File: src/hdl/clkPkg.sv
`default_nettype none

package clkPkg;

  // Diagnostic function code, group in the top 4 bits
  localparam int DIAG_FUNC_W = 7;
  localparam int FUNC_SEL_W = 3;

  // Diagnostic data covers EBUS bits 30..35, bit 35 is the LSB
  localparam int DIAG_DATA_W = 6;

  // Burst counter loads one nibble at a time
  localparam int BURST_W = 8;
  localparam int NIBBLE_W = 4;

  // CRAM time field
  localparam int TIME_W = 2;

  // Bit positions in diagData for the load functions
  localparam int DATA_CTL_DIS = 0;      // EBUS 35
  localparam int DATA_EDP_DIS = 1;      // EBUS 34
  localparam int DATA_CRM_DIS = 2;      // EBUS 33
  localparam int DATA_MBOX_CYC_DIS = 3; // EBUS 32

  typedef enum logic [3:0] {
    GRP_CTL  = 4'd0,
    GRP_LOAD = 4'd4,
    GRP_READ = 4'd8
  } diagGroupE;

  // Ctl functions 00x
  typedef enum logic [2:0] {
    CTL_STOP        = 3'd0,
    CTL_START       = 3'd1,
    CTL_SINGLE_STEP = 3'd2,
    CTL_EBOX_SS     = 3'd3,
    CTL_COND_SS     = 3'd4,
    CTL_BURST       = 3'd5,
    CTL_CLR_RESET   = 3'd6,
    CTL_SET_RESET   = 3'd7
  } ctlFuncE;

  // Load functions 04x, other codes do nothing
  typedef enum logic [2:0] {
    LD_BURST_LSB = 3'd2,
    LD_BURST_MSB = 3'd3,
    LD_RATE      = 3'd4,
    LD_EBOX_DIS  = 3'd5,
    LD_MBOX_CTL  = 3'd7
  } loadFuncE;

  typedef enum logic [1:0] {
    RS_IDLE,
    RS_RUN,
    RS_BURST,
    RS_STEP
  } runStateE;

endpackage

`default_nettype wire

File: src/hdl/clkFuncDecode.sv
`default_nettype none

module clkFuncDecode (
  input  wire                             MBOX_CLK,
  input  wire                             CLK,
  input  wire                             diagStrobe,
  input  wire [clkPkg::DIAG_FUNC_W-1:0]   diagFunc,
  output logic                            ctlValid,
  output clkPkg::ctlFuncE                 ctlFunc,
  output logic                            loadValid,
  output clkPkg::loadFuncE                loadFunc
);

  clkPkg::diagGroupE funcGroup;
  logic [clkPkg::FUNC_SEL_W-1:0] funcSel;
  logic isCtl;
  logic isLoad;

  // Split the code into group and selector
  assign funcGroup = clkPkg::diagGroupE'(diagFunc[clkPkg::DIAG_FUNC_W-1:clkPkg::FUNC_SEL_W]);
  assign funcSel = diagFunc[clkPkg::FUNC_SEL_W-1:0];

  // Read group (10x) is handled combinationally elsewhere
  assign isCtl = diagStrobe && (funcGroup == clkPkg::GRP_CTL);
  assign isLoad = diagStrobe && (funcGroup == clkPkg::GRP_LOAD);

  // One pulse per strobe, one cycle after it
  always_ff @(posedge MBOX_CLK or posedge CLK) begin
    if (CLK) begin
      ctlValid <= 1'b0;
      loadValid <= 1'b0;
    end else begin
      ctlValid <= isCtl;
      loadValid <= isLoad;
    end
  end

  // Selector captured with the strobe
  // Only qualified by the matching valid downstream
  always_ff @(posedge MBOX_CLK) begin
    if (diagStrobe) begin
      ctlFunc <= clkPkg::ctlFuncE'(funcSel);
      loadFunc <= clkPkg::loadFuncE'(funcSel);
    end
  end

  // A strobe lands in at most one of the two function paths
  aOneFuncPath: assert property (
    @(posedge MBOX_CLK) disable iff (CLK)
    !(ctlValid && loadValid)
  );

endmodule

`default_nettype wire

File: src/hdl/clkConfigRegs.sv
`default_nettype none

module clkConfigRegs #(
  parameter int RATE_W = 2
) (
  input  wire                             MBOX_CLK,
  input  wire                             CLK,
  input  wire                             loadValid,
  input  wire clkPkg::loadFuncE           loadFunc,
  input  wire [clkPkg::DIAG_DATA_W-1:0]   diagData,
  output logic [RATE_W-1:0]               rateSel,
  output logic                            crmDis,
  output logic                            edpDis,
  output logic                            ctlDis,
  output logic                            mboxCycleDis
);

  // Board configuration, cleared by reset
  always_ff @(posedge MBOX_CLK or posedge CLK) begin
    if (CLK) begin
      rateSel <= '0;
      crmDis <= 1'b0;
      edpDis <= 1'b0;
      ctlDis <= 1'b0;
      mboxCycleDis <= 1'b0;
    end else if (loadValid) begin
      case (loadFunc)
        // 044 rate select in the low data bits
        clkPkg::LD_RATE: rateSel <= diagData[RATE_W-1:0];
        // 045 EBOX section clock disables, EBUS 33..35
        clkPkg::LD_EBOX_DIS: begin
          crmDis <= diagData[clkPkg::DATA_CRM_DIS];
          edpDis <= diagData[clkPkg::DATA_EDP_DIS];
          ctlDis <= diagData[clkPkg::DATA_CTL_DIS];
        end
        // 047 MBOX cycle disable on EBUS 32
        clkPkg::LD_MBOX_CTL: mboxCycleDis <= diagData[clkPkg::DATA_MBOX_CYC_DIS];
        // Burst nibbles belong to the run control
        default: ;
      endcase
    end
  end

endmodule

`default_nettype wire

File: src/hdl/clkRunCtl.sv
`default_nettype none

module clkRunCtl #(
  parameter int RATE_W = 2
) (
  input  wire                             MBOX_CLK,
  input  wire                             CLK,
  input  wire                             ctlValid,
  input  wire clkPkg::ctlFuncE            ctlFunc,
  input  wire                             loadValid,
  input  wire clkPkg::loadFuncE           loadFunc,
  input  wire [clkPkg::DIAG_DATA_W-1:0]   diagData,
  input  wire [RATE_W-1:0]                rateSel,
  input  wire                             mboxCycleDis,
  output logic                            mboxTick,
  output clkPkg::runStateE                runState,
  output logic [clkPkg::BURST_W-1:0]      burstCount,
  output logic                            mrReset
);

  // Divider wide enough for the largest rate select
  localparam int DIV_W = (1 << RATE_W) - 1;

  logic [DIV_W-1:0] divCount;
  logic [DIV_W-1:0] divMask;
  logic rateTick;
  logic burstEmpty;
  logic tickGo;
  clkPkg::runStateE nextState;

  // Free-running divider, never reset by the run state
  always_ff @(posedge MBOX_CLK or posedge CLK) begin
    if (CLK) begin
      divCount <= '0;
    end else begin
      divCount <= divCount + 1'b1;
    end
  end

  // Low rateSel bits all zero gives one tick per 2^rateSel cycles
  assign divMask = ~({DIV_W{1'b1}} << rateSel);
  assign rateTick = (divCount & divMask) == '0;

  assign burstEmpty = burstCount == '0;

  // Burst with an empty counter ends without a tick
  assign tickGo = rateTick && (runState != clkPkg::RS_IDLE) &&
                  !((runState == clkPkg::RS_BURST) && burstEmpty);

  always_comb begin
    nextState = runState;
    // Step and burst finish on their own
    if (rateTick) begin
      case (runState)
        clkPkg::RS_STEP: nextState = clkPkg::RS_IDLE;
        clkPkg::RS_BURST: begin
          if (burstCount <= clkPkg::BURST_W'(1)) nextState = clkPkg::RS_IDLE;
        end
        default: ;
      endcase
    end
    // Ctl functions override
    if (ctlValid) begin
      case (ctlFunc)
        clkPkg::CTL_STOP:        nextState = clkPkg::RS_IDLE;
        clkPkg::CTL_START:       nextState = clkPkg::RS_RUN;
        clkPkg::CTL_SINGLE_STEP: nextState = clkPkg::RS_STEP;
        clkPkg::CTL_BURST:       nextState = clkPkg::RS_BURST;
        // EBOX and conditional single step are not modelled
        clkPkg::CTL_EBOX_SS, clkPkg::CTL_COND_SS: ;
        default: ;
      endcase
    end
  end

  // State and tick registered on the same edge
  always_ff @(posedge MBOX_CLK or posedge CLK) begin
    if (CLK) begin
      runState <= clkPkg::RS_IDLE;
      mboxTick <= 1'b0;
    end else begin
      runState <= nextState;
      // MBOX cycle disable only hides the tick
      mboxTick <= tickGo && !mboxCycleDis;
    end
  end

  // Burst counter, nibble loads win over the count down
  always_ff @(posedge MBOX_CLK or posedge CLK) begin
    if (CLK) begin
      burstCount <= '0;
    end else if (loadValid && (loadFunc == clkPkg::LD_BURST_LSB)) begin
      burstCount[clkPkg::NIBBLE_W-1:0] <= diagData[clkPkg::NIBBLE_W-1:0];
    end else if (loadValid && (loadFunc == clkPkg::LD_BURST_MSB)) begin
      burstCount[clkPkg::BURST_W-1:clkPkg::NIBBLE_W] <= diagData[clkPkg::NIBBLE_W-1:0];
    end else if ((runState == clkPkg::RS_BURST) && rateTick && !burstEmpty) begin
      burstCount <= burstCount - 1'b1;
    end
  end

  // Master reset held from power-up until cleared
  always_ff @(posedge MBOX_CLK or posedge CLK) begin
    if (CLK) begin
      mrReset <= 1'b1;
    end else if (ctlValid && (ctlFunc == clkPkg::CTL_CLR_RESET)) begin
      mrReset <= 1'b0;
    end else if (ctlValid && (ctlFunc == clkPkg::CTL_SET_RESET)) begin
      mrReset <= 1'b1;
    end
  end

  // Every tick was decided in a running state
  aNoTickFromIdle: assert property (
    @(posedge MBOX_CLK) disable iff (CLK)
    mboxTick |-> ($past(runState) != clkPkg::RS_IDLE)
  );

endmodule

`default_nettype wire

File: src/hdl/clkSyncDetect.sv
`default_nettype none

module clkSyncDetect (
  input  wire                          MBOX_CLK,
  input  wire                          CLK,
  input  wire                          mboxTick,
  input  wire [clkPkg::TIME_W-1:0]     cramTime,
  input  wire                          mboxWait,
  input  wire                          mboxResp,
  input  wire                          crmDis,
  input  wire                          edpDis,
  input  wire                          ctlDis,
  output logic                         eboxSync,
  output logic                         eboxClkEn,
  output logic                         crmClkEn,
  output logic                         edpClkEn,
  output logic                         ctlClkEn
);

  // MBOX clock phase within the current EBOX cycle
  logic [clkPkg::TIME_W-1:0] phaseCount;
  logic mboxGo;
  logic phaseMatch;

  // EBOX may proceed unless waiting on a memory response
  assign mboxGo = !mboxWait || mboxResp;
  assign phaseMatch = phaseCount == cramTime;

  // Armed sync fires on the next tick
  assign eboxClkEn = mboxTick && eboxSync;

  always_ff @(posedge MBOX_CLK or posedge CLK) begin
    if (CLK) begin
      phaseCount <= '0;
      eboxSync <= 1'b0;
    end else if (mboxTick) begin
      if (eboxClkEn) begin
        // New EBOX cycle starts at phase zero
        phaseCount <= '0;
        eboxSync <= 1'b0;
      end else if (mboxGo) begin
        if (phaseMatch) begin
          eboxSync <= 1'b1;
        end else begin
          phaseCount <= phaseCount + 1'b1;
        end
      end
      // Waiting holds the phase, no sync
    end
  end

  // Per-section enables
  assign crmClkEn = eboxClkEn && !crmDis;
  assign edpClkEn = eboxClkEn && !edpDis;
  assign ctlClkEn = eboxClkEn && !ctlDis;

  // EBOX clock only on an MBOX tick, and it consumes the sync
  aClkEnOnTick: assert property (
    @(posedge MBOX_CLK) disable iff (CLK)
    eboxClkEn |-> mboxTick ##1 !eboxSync
  );

endmodule

`default_nettype wire

File: src/hdl/clkDiagRead.sv
`default_nettype none

module clkDiagRead #(
  parameter int RATE_W = 2
) (
  input  wire [clkPkg::DIAG_FUNC_W-1:0]  diagFunc,
  input  wire clkPkg::runStateE          runState,
  input  wire [clkPkg::BURST_W-1:0]      burstCount,
  input  wire                            mrReset,
  input  wire                            eboxSync,
  input  wire [RATE_W-1:0]               rateSel,
  input  wire                            crmDis,
  input  wire                            edpDis,
  input  wire                            ctlDis,
  input  wire                            mboxCycleDis,
  output logic [clkPkg::DIAG_DATA_W-1:0] diagRdData
);

  clkPkg::diagGroupE funcGroup;
  logic [clkPkg::FUNC_SEL_W-1:0] funcSel;

  assign funcGroup = clkPkg::diagGroupE'(diagFunc[clkPkg::DIAG_FUNC_W-1:clkPkg::FUNC_SEL_W]);
  assign funcSel = diagFunc[clkPkg::FUNC_SEL_W-1:0];

  // Level read path, zero outside the 10x group
  always_comb begin
    diagRdData = '0;
    if (funcGroup == clkPkg::GRP_READ) begin
      case (funcSel)
        // Burst counter high bits
        3'd0: diagRdData = burstCount[clkPkg::BURST_W-1 -: clkPkg::DIAG_DATA_W];
        // Remaining low bits, left justified
        3'd1: diagRdData = {burstCount[clkPkg::BURST_W-clkPkg::DIAG_DATA_W-1:0], 4'b0000};
        3'd2: diagRdData = {runState, mrReset, eboxSync, 2'b00};
        3'd3: diagRdData[RATE_W-1:0] = rateSel;
        3'd4: diagRdData = {crmDis, edpDis, ctlDis, mboxCycleDis, 2'b00};
        default: diagRdData = '0;
      endcase
    end
  end

endmodule

`default_nettype wire

File: src/hdl/clkTop.sv
`default_nettype none

module clkTop #(
  parameter int RATE_W = 2
) (
  input  wire                             MBOX_CLK,
  input  wire                             CLK,
  input  wire                             diagStrobe,
  input  wire [clkPkg::DIAG_FUNC_W-1:0]   diagFunc,
  input  wire [clkPkg::DIAG_DATA_W-1:0]   diagData,
  input  wire [clkPkg::TIME_W-1:0]        cramTime,
  input  wire                             mboxWait,
  input  wire                             mboxResp,
  output logic [clkPkg::DIAG_DATA_W-1:0]  diagRdData,
  output logic                            mboxTick,
  output logic                            eboxSync,
  output logic                            eboxClkEn,
  output logic                            crmClkEn,
  output logic                            edpClkEn,
  output logic                            ctlClkEn,
  output logic                            mrReset
);

  // Decoded function pulses
  logic ctlValid;
  logic loadValid;
  clkPkg::ctlFuncE ctlFunc;
  clkPkg::loadFuncE loadFunc;

  // Configuration
  logic [RATE_W-1:0] rateSel;
  logic crmDis;
  logic edpDis;
  logic ctlDis;
  logic mboxCycleDis;

  // Run status
  clkPkg::runStateE runState;
  logic [clkPkg::BURST_W-1:0] burstCount;

  clkFuncDecode uFuncDecode (
    .MBOX_CLK   (MBOX_CLK),
    .CLK        (CLK),
    .diagStrobe (diagStrobe),
    .diagFunc   (diagFunc),
    .ctlValid   (ctlValid),
    .ctlFunc    (ctlFunc),
    .loadValid  (loadValid),
    .loadFunc   (loadFunc)
  );

  clkConfigRegs #(.RATE_W(RATE_W)) uConfigRegs (
    .MBOX_CLK     (MBOX_CLK),
    .CLK          (CLK),
    .loadValid    (loadValid),
    .loadFunc     (loadFunc),
    .diagData     (diagData),
    .rateSel      (rateSel),
    .crmDis       (crmDis),
    .edpDis       (edpDis),
    .ctlDis       (ctlDis),
    .mboxCycleDis (mboxCycleDis)
  );

  clkRunCtl #(.RATE_W(RATE_W)) uRunCtl (
    .MBOX_CLK     (MBOX_CLK),
    .CLK          (CLK),
    .ctlValid     (ctlValid),
    .ctlFunc      (ctlFunc),
    .loadValid    (loadValid),
    .loadFunc     (loadFunc),
    .diagData     (diagData),
    .rateSel      (rateSel),
    .mboxCycleDis (mboxCycleDis),
    .mboxTick     (mboxTick),
    .runState     (runState),
    .burstCount   (burstCount),
    .mrReset      (mrReset)
  );

  clkSyncDetect uSyncDetect (
    .MBOX_CLK  (MBOX_CLK),
    .CLK       (CLK),
    .mboxTick  (mboxTick),
    .cramTime  (cramTime),
    .mboxWait  (mboxWait),
    .mboxResp  (mboxResp),
    .crmDis    (crmDis),
    .edpDis    (edpDis),
    .ctlDis    (ctlDis),
    .eboxSync  (eboxSync),
    .eboxClkEn (eboxClkEn),
    .crmClkEn  (crmClkEn),
    .edpClkEn  (edpClkEn),
    .ctlClkEn  (ctlClkEn)
  );

  clkDiagRead #(.RATE_W(RATE_W)) uDiagRead (
    .diagFunc     (diagFunc),
    .runState     (runState),
    .burstCount   (burstCount),
    .mrReset      (mrReset),
    .eboxSync     (eboxSync),
    .rateSel      (rateSel),
    .crmDis       (crmDis),
    .edpDis       (edpDis),
    .ctlDis       (ctlDis),
    .mboxCycleDis (mboxCycleDis),
    .diagRdData   (diagRdData)
  );

endmodule

`default_nettype wire

File: config.mk
export PLATFORM = sky130hd
export DESIGN_NAME = clkTop
export DESIGN_NICKNAME = d
export VERILOG_FILES = /design/src/hdl/clkPkg.sv /design/src/hdl/clkFuncDecode.sv /design/src/hdl/clkConfigRegs.sv /design/src/hdl/clkRunCtl.sv /design/src/hdl/clkSyncDetect.sv /design/src/hdl/clkDiagRead.sv /design/src/hdl/clkTop.sv
export SDC_FILE = /design/constraint.sdc
export NUM_CORES = 1
export LEC_CHECK = 0
export ABC_CLOCK_PERIOD_IN_PS = 1800
export BUFFER_PORTS_ARGS = -buffer_cell sky130_fd_sc_hd__buf_2
export CAP_MARGIN = 5
export CORE_UTILIZATION = 55
export CTS_BUF_LIST = sky130_fd_sc_hd__clkbuf_16
export DETAILED_ROUTE_END_ITERATION = 12
export PLACE_DENSITY = 0.79
export SETUP_SLACK_MARGIN = 0.02
export SLEW_MARGIN = 20
export SYNTH_ARGS = -nofsm -noshare
export SYNTH_HDL_FRONTEND = slang
export SYNTH_SLANG_ARGS = --single-unit
File: constraint.sdc
create_clock -name MBOX_CLK -period 1.8 [get_ports MBOX_CLK]
set_input_delay 0.09 -clock MBOX_CLK [delete_from_list [all_inputs] [get_ports MBOX_CLK]]
set_output_delay 0.09 -clock MBOX_CLK [all_outputs]
set_load 0.02 [all_outputs]
==> results_dict.tcl <==
set metrics [dict create \
    cts_root_buf "clkbuf_16" \
    rsz0062_at_grt "no" \
    ys_warn_count 0 \
    post-synth-top-count-cell "dfrtp_1" \
    gp_routability_congestion 0.877 \
    synth_ff_type "dfrtp_1" \
    synthArstFlopShare_pct 89.7 \
    yosys_register_bits 29 \
    fin_tns_setup_ns 0 \
    hold_depth 2 \
    drive_gt1_share_pct 27.8 \
    min-delay-start "diagFunc[4]" \
    p_comb_share_pct 25.3 \
    p_seq_share_pct 41.8 \
    dpl.hpwl_um 3100 \
    wl_met3_um 308 \
    grt_max_degree 27 \
    cp.arrival_ns 1.90 \
    layout.nets 245 \
    status "completed" \
    synthToLayoutAreaGrowth_pct 22.9 \
    met1Wirelength_um 1680 \
    synthTopCellsByArea "dfrtp_1 (36%), edfxtp_1 (5.2%), mux2_2 (4.5%), nand2_1 (4.3%), a21oi_1 (3.7%)" \
    syn_nets 204 \
    finalCriticalPeriod_ns 1.70 \
    cts_tree "yes" \
    p_per_area_nw_per_um2 1070 \
    cts_buffer_depth 2 \
    skew_ns 0.00273 \
    post-cts-setup-buffers 0 \
    die-area_um2 3390 \
    leakage_nw 0.942 \
    netSwitchingFraction_pct 32.7 \
    die_w_um 58.2 \
    die_y_um 58.2 \
    first_global_vias 1507 \
    vias 1591 \
    final_area_um2 2140 \
    p_int_mw 1.55 \
    first_pass_iters 4 \
    wl_per_cell_um 15.9 \
    final_util_pct 70.6 \
    synth_edf_count 3 \
    coreArea_um2 3030 \
    r2r-start "uConfigRegs.rateSel[1]" \
    synth_cells 181 \
    ys_seq_area_share_pct 42.7 \
    yosys.area.top_type_share_pct 36.0 \
    dr.max_layer_used "met4" \
    maxSlewViolCount 0 \
    antenna_found_initial 0 \
    r2r_end "uRunCtl.burstCount[4]" \
    synth_area_per_cell_um2 9.61 \
    slew_headroom_pct 63.8 \
    drc 0 \
    max_slew.worst_pin.slew_ns 0.538 \
    whs_endpoint "uFuncDecode.ctlValid" \
    rows 20 \
    diodes 0 \
    drtAntennaViolNets 0 \
    cts.clk_slew.worst_paths_ns 0.05 \
    start_util_pct 57.4 \
    synth_cell_types 51 \
    drt_iter0_markers 65 \
    fillers 223 \
    critPathRequiredTime_ns 2.00 \
    cp_max_fo 5 \
    viasPerCell 5.96 \
    syn_area_um2 1740 \
    cts-buffers-inserted 5 \
    r2r_setup_slack_ns 0.1 \
    portBuffers 30 \
    worst-setup-path-type "flip-flop to flip-flop" \
    peakVddDrop_uv 888 \
    io_pins 33 \
    clk_latency_ns 0.27 \
    reg2reg_depth 5 \
    dr_wl_met2_um 2190 \
    htree_levels 2 \
    cp-end-kind "flip-flop" \
    synth_top_cell_by_area "dfrtp_1" \
    grt_usage_pct 28.6 \
    timing_hold_violations_final 0 \
    power_switching_uw 752 \
    power_mw 2.30 \
    setup_viol 0 \
    netlist_top_cells_count "dfrtp_1 (25), nand2_1 (20), nor2_1 (15)" \
    hp-class "input port to flip-flop" \
    place_area_um2 1950 \
    finalCritPeriodShare_pct 94.5 \
    max_freq_ghz 0.588 \
    power.clock.fraction_pct 32.9 \
    gr-total-overflow 0 \
    totalWireLength_um 4250 \
    clock-sinks 29 \
    start_kind "flip-flop" \
    grt_pass1_wl_um 6930 \
    maxCapViolCount 0 \
]
[worst max-delay path, stage by stage, from the launching register on]
cell and delay (ns):
dfrtp_1 0.42, a21o_4 0.25, a211oi_4 0.34, nand2_2 0.12, or4_1 0.41, nand3_1 0.09
[kinds of logic after synthesis]
group / after synthesis / synth area share (%)
multiplexers: 11 / 6.83
AND/OR/NAND/NOR: 80 / 24.2
buffers and inverters: 11 / 3.09
XOR/XNOR: 4 / 2.01
AO/OA/AOI/OAI: 43 / 19.0
adder cells (fa/ha/maj): 3 / 2.16
flip-flops: 29 / 42.7
[worst max path at each step]
stage | slack, ns | startpoint | cells past startpoint | end
5_1_grt | 0.02 | uConfigRegs.rateSel[1] | 5 | uRunCtl.burstCount[4]
3_3_place_gp | 0.18 | uRunCtl.divCount[0] | 5 | uRunCtl.burstCount[4]
6_report | 0.1 | uConfigRegs.rateSel[1] | 5 | uRunCtl.burstCount[4]
4_1_cts | 0.09 | uRunCtl.divCount[0] | 5 | uRunCtl.burstCount[4]
3_5_place_dp | 0.12 | uRunCtl.burstCount[1] | 7 | uRunCtl.burstCount[7]
2_1_floorplan | 0.26 | uRunCtl.burstCount[0] | 7 | uRunCtl.burstCount[7]
[placed cells by master, fill, tap and decap left out, types with 2 or more instances in the layout]
master / synthesis / routed
dfrtp_1: 25 / 25
dlygate4sd3_1: 0 / 3
o21ai_1: 2 / 2
o22ai_1: 2 / 2
mux2_2: 7 / 7
o211ai_1: 5 / 5
a21oi_1: 13 / 13
nand2_1: 20 / 19
buf_4: 1 / 5
inv_1: 7 / 9
nor2b_1: 2 / 2
nor4b_1: 2 / 2
o21ai_0: 3 / 3
nand2_2: 1 / 2
nor4_2: 1 / 2
edfxtp_1: 3 / 3
nand2b_1: 8 / 7
o31ai_1: 2 / 2
nand3_1: 10 / 10
o2bb2ai_1: 3 / 3
nand4_1: 2 / 2
o32ai_1: 2 / 2
nand3b_1: 2 / 2
xor2_1: 4 / 4
ha_1: 3 / 3
clkbuf_16: 0 / 5
nor2_1: 15 / 15
buf_2: 1 / 30
mux2i_1: 4 / 4
nor3_1: 7 / 7
[final cells by class]
| cell class | instances | area [um2] | share of cell area, % |
|---|---|---|---|
| Clock buffer | 5 | 125 | 5.85 |
| Multi-Input combinational cell | 141 | 961 | 44.9 |
| Inverter | 7 | 26.3 | 1.23 |
| Timing Repair Buffer | 38 | 218 | 10.2 |
| Tap cell | 44 | 55.1 | 2.57 |
| Sequential cell | 29 | 742 | 34.7 |
| Clock inverter | 3 | 11.3 | 0.527 |
[repair_timing]
item / in CTS / in global routing
gates resized for setup: 0 / 4
hold buffers: 3 / 0
hold endpoints to repair: 26 / 0
endpoints found under the setup margin: 0 / 3
[registers in the layout, indices dropped and copies added, names as in the netlist]
name,flops
uSyncDetect.eboxSync,1
uRunCtl.mrReset,1
uConfigRegs.ctlDis,1
uFuncDecode.loadValid,1
uFuncDecode.ctlValid,1
uConfigRegs.edpDis,1
uSyncDetect.phaseCount,2
uRunCtl.runState,2
uConfigRegs.mboxCycleDis,1
uConfigRegs.crmDis,1
uRunCtl.burstCount,8
uConfigRegs.rateSel,2
uRunCtl.mboxTick,1
uRunCtl.divCount,3
uFuncDecode.ctlFunc,3
[stage by stage]
stage | hold slack, ns | setup slack [ns] | cells
global route | 0.00935 | 0.0204 | 267
finish | 0.0109 | 0.0988 | 267
CTS | 0.0113 | 0.0861 | 267
floorplan | 0.129 | 0.259 | 181
global placement | 0.161 | 0.177 | 256
detailed placement | 0.169 | 0.116 | 256
[power by group through the flow]
| stage | Combinational, mW | Sequential [mW] | Clock, mW |
|---|---|---|---|
| 2_1_floorplan | 0.338 | 0.955 | 0 |
| 3_3_place_gp | 0.532 | 0.941 | 0 |
| 3_5_place_dp | 0.557 | 0.950 | 0 |
| 4_1_cts | 0.564 | 0.946 | 0.771 |
| 5_1_grt | 0.643 | 0.979 | 0.810 |
| 6_report | 0.581 | 0.961 | 0.756 |
[metal layers]
layer	GRT usage (%)	vias to the layer above
met3	8.26	9
met5	0	-
met4	13.3	0
li1	-	747
met2	47.5	64
met1	34.4	771
Note: power is estimated with default switching activity, not from simulation.
